===== src/exec_pkg.sv =====
`default_nettype none

package exec_pkg;

  // ====================================================================
  // Widths
  // ====================================================================
  typedef logic [31:0] data_t;
  typedef logic [4:0]  reg_id_t;

  // Operations reaching the back end, already decoded
  typedef enum logic [2:0] {
    OP_ADD = 3'd0,
    OP_SUB = 3'd1,
    OP_AND = 3'd2,
    OP_OR  = 3'd3,
    OP_XOR = 3'd4,
    OP_SLL = 3'd5,
    OP_MUL = 3'd6
  } op_t;

  // ====================================================================
  // Default sizes
  // ====================================================================
  parameter int DEFAULT_ROB_DEPTH  = 8;
  parameter int DEFAULT_MUL_STAGES = 5;

  // Tag into the reorder buffer
  typedef logic [$clog2(DEFAULT_ROB_DEPTH)-1:0] rob_idx_t;

endpackage

`default_nettype wire


===== src/alu_lane.sv =====
`timescale 1ns/1ps
`default_nettype none

module alu_lane import exec_pkg::*; (
  input  logic     clk_i,
  input  logic     rst_i,
  input  logic     issue_i,
  input  op_t      op_i,
  input  data_t    a_i,
  input  data_t    b_i,
  input  rob_idx_t idx_i,
  input  reg_id_t  rd_i,
  input  logic     grant_i,
  output logic     done_o,
  output logic     busy_o,
  output rob_idx_t idx_o,
  output reg_id_t  rd_o,
  output data_t    result_o
);

  logic     valid_q;
  data_t    result_q;
  rob_idx_t idx_q;
  reg_id_t  rd_q;
  data_t    alu_res;

  always_comb begin : alu_op
    case (op_i)
      OP_ADD:  alu_res = a_i + b_i;
      OP_SUB:  alu_res = a_i - b_i;
      OP_AND:  alu_res = a_i & b_i;
      OP_OR:   alu_res = a_i | b_i;
      OP_XOR:  alu_res = a_i ^ b_i;
      OP_SLL:  alu_res = a_i << b_i[4:0];
      default: alu_res = '0;
    endcase
  end

  // Entry stays valid until writeback takes it
  always_ff @(posedge clk_i) begin : entry_valid
    if (!rst_i) begin
      valid_q <= 1'b0;
    end else if (issue_i) begin
      valid_q <= 1'b1;
    end else if (grant_i) begin
      valid_q <= 1'b0;
    end
  end

  always_ff @(posedge clk_i) begin : entry_payload
    if (issue_i) begin
      result_q <= alu_res;
      idx_q    <= idx_i;
      rd_q     <= rd_i;
    end
  end

  assign done_o   = valid_q;
  assign busy_o   = valid_q && !grant_i;
  assign idx_o    = idx_q;
  assign rd_o     = rd_q;
  assign result_o = result_q;

  // A result that lost arbitration waits untouched
  held_result_stable : assert property (
    @(posedge clk_i) disable iff (!rst_i)
    (valid_q && !grant_i) |=> (valid_q && $stable(result_q) && $stable(idx_q))
  ) else $error("ALU result changed while waiting for writeback");

endmodule

`default_nettype wire


===== src/mul_lane.sv =====
`timescale 1ns/1ps
`default_nettype none

module mul_lane import exec_pkg::*; #(
  parameter int MUL_STAGES = DEFAULT_MUL_STAGES
)(
  input  logic     clk_i,
  input  logic     rst_i,
  input  logic     issue_i,
  input  data_t    a_i,
  input  data_t    b_i,
  input  rob_idx_t idx_i,
  input  reg_id_t  rd_i,
  output logic     done_o,
  output rob_idx_t idx_o,
  output reg_id_t  rd_o,
  output data_t    result_o
);

  logic [MUL_STAGES-1:0] valid_q;
  rob_idx_t idx_q [MUL_STAGES];
  reg_id_t  rd_q  [MUL_STAGES];

  // Stage 0 partial products, low 32 bits are all that matter
  data_t pp_lo_q;
  data_t pp_hi_q;
  data_t prod_q [1:MUL_STAGES-1];

  always_ff @(posedge clk_i) begin : stage_valid
    if (!rst_i) begin
      valid_q <= '0;
    end else begin
      valid_q <= {valid_q[MUL_STAGES-2:0], issue_i};
    end
  end

  // ====================================================================
  // Datapath, never stalls
  // ====================================================================
  always_ff @(posedge clk_i) begin : stage_data
    pp_lo_q  <= a_i[15:0] * b_i;
    pp_hi_q  <= a_i[31:16] * b_i;
    idx_q[0] <= idx_i;
    rd_q[0]  <= rd_i;

    prod_q[1] <= pp_lo_q + (pp_hi_q << 16);

    for (int i = 1; i < MUL_STAGES; i++) begin
      idx_q[i] <= idx_q[i-1];
      rd_q[i]  <= rd_q[i-1];
    end

    // Remaining stages only delay the product
    for (int i = 2; i < MUL_STAGES; i++) begin
      prod_q[i] <= prod_q[i-1];
    end
  end

  assign done_o   = valid_q[MUL_STAGES-1];
  assign idx_o    = idx_q[MUL_STAGES-1];
  assign rd_o     = rd_q[MUL_STAGES-1];
  assign result_o = prod_q[MUL_STAGES-1];

endmodule

`default_nettype wire


===== src/wb_arbiter.sv =====
`timescale 1ns/1ps
`default_nettype none

module wb_arbiter import exec_pkg::*; (
  input  logic     alu_done_i,
  input  rob_idx_t alu_idx_i,
  input  reg_id_t  alu_rd_i,
  input  data_t    alu_result_i,
  input  logic     mul_done_i,
  input  rob_idx_t mul_idx_i,
  input  reg_id_t  mul_rd_i,
  input  data_t    mul_result_i,
  output logic     wb_valid_o,
  output rob_idx_t wb_idx_o,
  output reg_id_t  wb_rd_o,
  output data_t    wb_data_o,
  output logic     alu_grant_o
);

  // Multiply lane cannot stall, so it always wins
  always_comb begin : select
    if (mul_done_i) begin
      wb_idx_o  = mul_idx_i;
      wb_rd_o   = mul_rd_i;
      wb_data_o = mul_result_i;
    end else begin
      wb_idx_o  = alu_idx_i;
      wb_rd_o   = alu_rd_i;
      wb_data_o = alu_result_i;
    end
  end

  assign wb_valid_o  = mul_done_i || alu_done_i;
  assign alu_grant_o = alu_done_i && !mul_done_i;

  // Both pending results belong to live, distinct reorder-buffer entries
  always_comb begin : grant_check
    distinct_tags : assert final (!(alu_done_i && mul_done_i && (alu_idx_i == mul_idx_i)))
      else $error("ALU and multiply results carry the same tag");
  end

endmodule

`default_nettype wire


===== src/reorder_buffer.sv =====
`timescale 1ns/1ps
`default_nettype none

module reorder_buffer import exec_pkg::*; #(
  parameter int ROB_DEPTH = DEFAULT_ROB_DEPTH
)(
  input  logic     clk_i,
  input  logic     rst_i,
  input  logic     alloc_i,
  input  logic     wb_valid_i,
  input  rob_idx_t wb_idx_i,
  input  reg_id_t  wb_rd_i,
  input  data_t    wb_data_i,
  output rob_idx_t alloc_idx_o,
  output logic     full_o,
  output logic     commit_valid_o,
  output reg_id_t  commit_rd_o,
  output data_t    commit_data_o
);

  rob_idx_t head_q;
  rob_idx_t tail_q;
  logic [$clog2(ROB_DEPTH):0] count_q;

  logic [ROB_DEPTH-1:0] complete_q;
  reg_id_t rd_q   [ROB_DEPTH];
  data_t   data_q [ROB_DEPTH];

  // ====================================================================
  // Commit and occupancy
  // ====================================================================
  assign commit_valid_o = (count_q != '0) && complete_q[head_q];
  assign commit_rd_o    = rd_q[head_q];
  assign commit_data_o  = data_q[head_q];
  assign alloc_idx_o    = tail_q;

  // Slot freed by a commit is reusable in the same cycle
  assign full_o = (count_q == ROB_DEPTH) && !commit_valid_o;

  always_ff @(posedge clk_i) begin : pointers
    if (!rst_i) begin
      head_q  <= '0;
      tail_q  <= '0;
      count_q <= '0;
    end else begin
      if (alloc_i) begin
        tail_q <= tail_q + 1'b1;
      end
      if (commit_valid_o) begin
        head_q <= head_q + 1'b1;
      end
      case ({alloc_i, commit_valid_o})
        2'b10:   count_q <= count_q + 1'b1;
        2'b01:   count_q <= count_q - 1'b1;
        default: count_q <= count_q;
      endcase
    end
  end

  // New entries start incomplete, completions land out of order
  always_ff @(posedge clk_i) begin : complete_bits
    if (!rst_i) begin
      complete_q <= '0;
    end else begin
      if (alloc_i) begin
        complete_q[tail_q] <= 1'b0;
      end
      if (wb_valid_i) begin
        complete_q[wb_idx_i] <= 1'b1;
      end
    end
  end

  always_ff @(posedge clk_i) begin : entry_payload
    if (wb_valid_i) begin
      rd_q[wb_idx_i]   <= wb_rd_i;
      data_q[wb_idx_i] <= wb_data_i;
    end
  end

  // ====================================================================
  // Checks
  // ====================================================================
  no_alloc_when_full : assert property (
    @(posedge clk_i) disable iff (!rst_i)
    alloc_i |-> !full_o
  ) else $error("Allocation while reorder buffer is full");

  // Tag must lie between head and tail
  wb_to_live_entry : assert property (
    @(posedge clk_i) disable iff (!rst_i)
    wb_valid_i |-> (rob_idx_t'(wb_idx_i - head_q) < count_q) && !complete_q[wb_idx_i]
  ) else $error("Completion for an entry that is not outstanding");

endmodule

`default_nettype wire


===== src/exec_backend.sv =====
`timescale 1ns/1ps
`default_nettype none

module exec_backend import exec_pkg::*; #(
  parameter int ROB_DEPTH  = DEFAULT_ROB_DEPTH,
  parameter int MUL_STAGES = DEFAULT_MUL_STAGES
)(
  input  logic    clk_i,
  input  logic    rst_i,
  input  logic    issue_valid_i,
  input  op_t     issue_op_i,
  input  data_t   issue_a_i,
  input  data_t   issue_b_i,
  input  reg_id_t issue_rd_i,
  output logic    issue_ready_o,
  output logic    commit_valid_o,
  output reg_id_t commit_rd_o,
  output data_t   commit_data_o
);

  logic     is_mul;
  logic     accept;
  logic     rob_full;
  rob_idx_t alloc_idx;

  logic     alu_done, alu_busy, alu_grant;
  rob_idx_t alu_idx;
  reg_id_t  alu_rd;
  data_t    alu_result;

  logic     mul_done;
  rob_idx_t mul_idx;
  reg_id_t  mul_rd;
  data_t    mul_result;

  logic     wb_valid;
  rob_idx_t wb_idx;
  reg_id_t  wb_rd;
  data_t    wb_data;

  // Lane select and issue handshake
  assign is_mul        = (issue_op_i == OP_MUL);
  assign issue_ready_o = !rob_full && (is_mul || !alu_busy);
  assign accept        = issue_valid_i && issue_ready_o;

  alu_lane i_alu_lane (
    .clk_i    (clk_i),
    .rst_i    (rst_i),
    .issue_i  (accept && !is_mul),
    .op_i     (issue_op_i),
    .a_i      (issue_a_i),
    .b_i      (issue_b_i),
    .idx_i    (alloc_idx),
    .rd_i     (issue_rd_i),
    .grant_i  (alu_grant),
    .done_o   (alu_done),
    .busy_o   (alu_busy),
    .idx_o    (alu_idx),
    .rd_o     (alu_rd),
    .result_o (alu_result)
  );

  mul_lane #(
    .MUL_STAGES (MUL_STAGES)
  ) i_mul_lane (
    .clk_i    (clk_i),
    .rst_i    (rst_i),
    .issue_i  (accept && is_mul),
    .a_i      (issue_a_i),
    .b_i      (issue_b_i),
    .idx_i    (alloc_idx),
    .rd_i     (issue_rd_i),
    .done_o   (mul_done),
    .idx_o    (mul_idx),
    .rd_o     (mul_rd),
    .result_o (mul_result)
  );

  wb_arbiter i_wb_arbiter (
    .alu_done_i   (alu_done),
    .alu_idx_i    (alu_idx),
    .alu_rd_i     (alu_rd),
    .alu_result_i (alu_result),
    .mul_done_i   (mul_done),
    .mul_idx_i    (mul_idx),
    .mul_rd_i     (mul_rd),
    .mul_result_i (mul_result),
    .wb_valid_o   (wb_valid),
    .wb_idx_o     (wb_idx),
    .wb_rd_o      (wb_rd),
    .wb_data_o    (wb_data),
    .alu_grant_o  (alu_grant)
  );

  reorder_buffer #(
    .ROB_DEPTH (ROB_DEPTH)
  ) i_reorder_buffer (
    .clk_i          (clk_i),
    .rst_i          (rst_i),
    .alloc_i        (accept),
    .wb_valid_i     (wb_valid),
    .wb_idx_i       (wb_idx),
    .wb_rd_i        (wb_rd),
    .wb_data_i      (wb_data),
    .alloc_idx_o    (alloc_idx),
    .full_o         (rob_full),
    .commit_valid_o (commit_valid_o),
    .commit_rd_o    (commit_rd_o),
    .commit_data_o  (commit_data_o)
  );

endmodule

`default_nettype wire


===== config.mk =====
export PLATFORM = sky130hd
export DESIGN_NAME = exec_backend
export DESIGN_NICKNAME = d
export VERILOG_FILES = /design/src/exec_pkg.sv /design/src/alu_lane.sv /design/src/mul_lane.sv /design/src/wb_arbiter.sv /design/src/reorder_buffer.sv /design/src/exec_backend.sv
export SDC_FILE = /design/constraint.sdc
export NUM_CORES = 2
export LEC_CHECK = 0
export ABC_AREA = 1
export BUFFER_PORTS_ARGS = -buffer_cell sky130_fd_sc_hd__buf_4
export CELL_PAD_IN_SITES_DETAIL_PLACEMENT = 0
export CELL_PAD_IN_SITES_GLOBAL_PLACEMENT = 1
export CORE_ASPECT_RATIO = 1.75
export CORE_MARGIN = 2
export CORE_UTILIZATION = 39
export DETAILED_ROUTE_END_ITERATION = 10
export HOLD_SLACK_MARGIN = 0.02
export PLACE_DENSITY_LB_ADDON = 0.1
export SLEW_MARGIN = 5
export SYNTH_ARGS = -nofsm -noshare
export SYNTH_HDL_FRONTEND = slang
export SYNTH_SLANG_ARGS = --single-unit

===== constraint.sdc =====
create_clock -name clk_i -period 8.2 [get_ports clk_i]
set_input_delay 1.23 -clock clk_i [delete_from_list [all_inputs] [get_ports clk_i]]
set_output_delay 1.23 -clock clk_i [all_outputs]
set_load 0.05 [all_outputs]

==> impl_metrics.py <==
metrics = {
    "detailed_routing": {
        "wl_met2_um": 74100,
        "dr_wl_met3_um": 3860,
        "top_layer_used": "met4",
        "avgRoutedWirePerCell_um": 21.9,
        "ant_nets": 0,
        "drt_iter0_markers": 1869,
        "drc": 0,
        "wl_um": 139000,
        "first_pass_iters": 5,
        "via_per_inst": 5.12,
        "vias": 32523,
        "drt-met1-wl_um": 51700,
    },
    "grt": {
        "grt_pass1_wl_um": 208000,
        "grt_pass1_vias": 34067,
        "overflow": 0,
        "antenna_found_initial": 1,
        "grt_max_degree": 107,
        "grt_use_total_pct": 25.4,
    },
    "cells_and_area": {
        "n_antenna_cell": 0,
        "nFillCells": 10852,
        "drive_above_1_share_pct": 5.84,
        "final_nets": 5636,
        "syn2layout_area_growth_pct": 8.81,
        "fin_cells": 6354,
        "finalInstanceArea_um2": 45800,
        "final_util_pct": 42.7,
    },
    "power": {
        "irDropWorstVdd_mv": 0.661,
        "powerDensity_nw_per_um2": 387,
        "power_mw": 17.7,
        "leakage_nw": 22.2,
    },
    "place": {
        "place_inst": 6258,
        "place_area_um2": 44000,
        "dp_hpwl_um": 104000,
        "preCtsSetupSlack_ns": 1.25,
        "gp_congestion": 0.937,
        "port_buffers": 113,
    },
    "worst_setup_path": {
        "critPathLaunchType": "input pin",
        "cp.arrival_ns": 6.86,
        "crit_type": "input pin to flip-flop",
        "critPathCaptureType": "flip-flop",
        "slowest_delay_ns": 0.57,
        "path_common_cell": "fa_1",
        "cp_max_fo": 26,
        "crit_required_ns": 8.68,
        "crit_chain": "buf_4, ha_1, inv_1, fa_1, inv_1, fa_1, fa_1, fa_1, fa_1, inv_1, fa_1, inv_1, ha_1, a21oi_1, o21ai_0, nor2_1, or2_2, nand3_1, inv_1, nand2_1, nand2_1",
        "crit_slowest_cell": "fa_1",
    },
    "synth": {
        "ys_types": 59,
        "synthesis.nets": 5662,
        "synth_flop_cell": "edfxtp_1",
        "syn_area_um2": 42100,
        "synthArstFlopShare_pct": 0,
        "avgSynthCellArea_um2": 8.47,
        "ys_ff_latch": 579,
        "synth_edf_count": 336,
        "syn_inst": 4969,
        "synth-seq-area-share_pct": 35.6,
        "synth_warnings": 0,
    },
    "floorplanning": {
        "ios": 114,
        "die_x_um": 252,
        "coreArea_um2": 107000,
        "die_area_um2": 111000,
        "start_util_pct": 39.2,
        "rows": 159,
        "die_h_um": 438,
    },
    "sta": {
        "final-setup-viol-count": 0,
        "timing.fmax_mhz": 157,
        "finalClockSkew_ns": 0.0222,
        "slew_violations": 0,
        "tightest_slew_ns": 1.21,
        "setup_ws_ns": 1.82,
        "hold_ws_ns": 0.320,
        "tns_ns": 0,
        "slew_headroom_pct": 19.2,
        "period_share_pct": 77.8,
        "rsz0062_at_grt": "no",
        "finalCriticalPeriod_ns": 6.38,
        "hold_violations": 0,
    },
    "outcome": {
        "outcome": "complete, no violations",
    },
    "clock_tree": {
        "cts_buffers": 51,
        "root_buffer": "clkbuf_16",
        "clkLatencyLatePin_ns": 0.59,
        "htree_levels": 2,
        "cts_sinks": 579,
        "hold_buffers": 0,
        "clkTransAtPathRegs_ns": 0.07,
        "post-cts-setup-buffers": 0,
        "cts-resized-gates": 0,
        "cts_tree": "built",
        "clock_path_buffers": 3,
    },
    "min_path": {
        "worstHoldPathType": "flip-flop to flip-flop",
    },
    "run": {
        "drv_cap": 0,
    },
}
-- cells in the final DEF (no fill, tap or decap), drive strengths merged, types with 7 or more instances in the layout --
cell type  synthesis  layout
clkinv             3      18
edfxtp           336     336
o22ai             37      37
fa               387     387
or2               20      20
a21oi            141     141
clkbuf           121      65
nor4              10      10
xor2              72      72
o211ai            16      16
a31oi             44      44
xnor2             15      15
ha               231     231
a221oi            13      13
o31ai              7       7
nand4             31      31
nor3              29      29
o21a              11      11
a21o               9       9
dfxtp            243     243
o21bai             9       9
buf              102     144
o21ai            251     251
nand2           1188    1188
inv              944     954
nor2             417     417
nand3b            17      17
nand3            244     244
-- area by class of cell --
class	instances	area, µm²	share of cell area (%)
Multi-Input combinational cell	3220	22700	49.5
Clock inverter	31	368	0.804
Sequential cell	579	15000	32.7
Tap cell	1368	1710	3.74
Clock buffer	65	1430	3.13
Inverter	947	3560	7.78
Timing Repair Buffer	144	1080	2.36
-- critical path, delay by kind of cell --
kind | cells | cell delay, ns
adders and majority gates | 8 | 3.75
buffers and inverters | 6 | 0.74
and+or+nand+nor | 5 | 0.61
AOI/OAI and AO/OA | 2 | 0.49
-- sequential cells by signal (all words and copies together) (netlist names), 4 cells and up, named ones only --
signal and cells:
i_reorder_buffer.data_q 256, i_mul_lane.prod_q 128, i_reorder_buffer.rd_q 40, i_alu_lane.result_o 32, i_mul_lane.pp_lo_q 32, i_mul_lane.rd_q 25, i_mul_lane.pp_hi_q 16, i_mul_lane.idx_q 15
i_reorder_buffer.complete_q 8, i_alu_lane.rd_o 5, i_mul_lane.valid_q 5, i_reorder_buffer.count_q 4
-- synthesized netlist by cell type (13+ instances only) --
cell type,number,area [µm²]
xor2_1,72,631
inv_1,936,3510
buf_2,54,270
xnor2_1,15,131
o22ai_1,37,231
nor3_1,28,140
nand3_1,240,1200
dfxtp_1,243,4860
nor2_1,413,1550
nand3b_1,17,128
a31oi_1,44,275
ha_1,231,2890
fa_1,387,7750
or2_2,15,93.8
o211ai_1,16,120
nand2_1,1184,4440
nand4_1,31,194
clkbuf_1,121,454
edfxtp_1,336,10100
buf_1,36,135
o21ai_0,240,1200
a21oi_1,139,696
a221oi_1,13,114
-- final timing paths --
check                                 start                             end  slack (ns)  depth (start not counted)
setup reg to reg      i_mul_lane.valid_q[4]  i_reorder_buffer.data_q[3][27]        5.44                          9
hold / removal    i_mul_lane.prod_q[0][116]       i_mul_lane.prod_q[0][148]        0.32                          0
hold reg to reg   i_mul_lane.prod_q[0][116]       i_mul_lane.prod_q[0][148]        0.32                          0
setup / recovery              issue_b_i[10]          i_mul_lane.pp_lo_q[31]        1.82                         21
-- where the power goes --
group          internal, mW  leakage (nW)  switching, mW  total (mW)
sequential             3.74          5.12          0.285        4.03
combinational          4.08          16.2           7.06        11.1
clock                  1.45         0.891           1.10        2.55
total                  9.27          22.2           8.45        17.7
-- metal layers --
metal / up-vias / track usage [%]
li1: 15406 / -
met1: 16076 / 27.3
met2: 759 / 48.7
met3: 282 / 1.52
met4: 0 / 14.7
met5: - / 0
-- logic make-up (layout without fill, tap and decap cells) --
kind of cell,count (synthesis),in the layout,synth area share (%)
compound gates,556,556,7.51
xor+xnor,87,87,1.81
simple gates,1958,1958,19.0
buf+inv,1170,1187,10.8
fa+ha+maj,618,618,25.3
mux,1,1,0.0238
flops,579,579,35.6
Power figures use the tool's default switching activity.
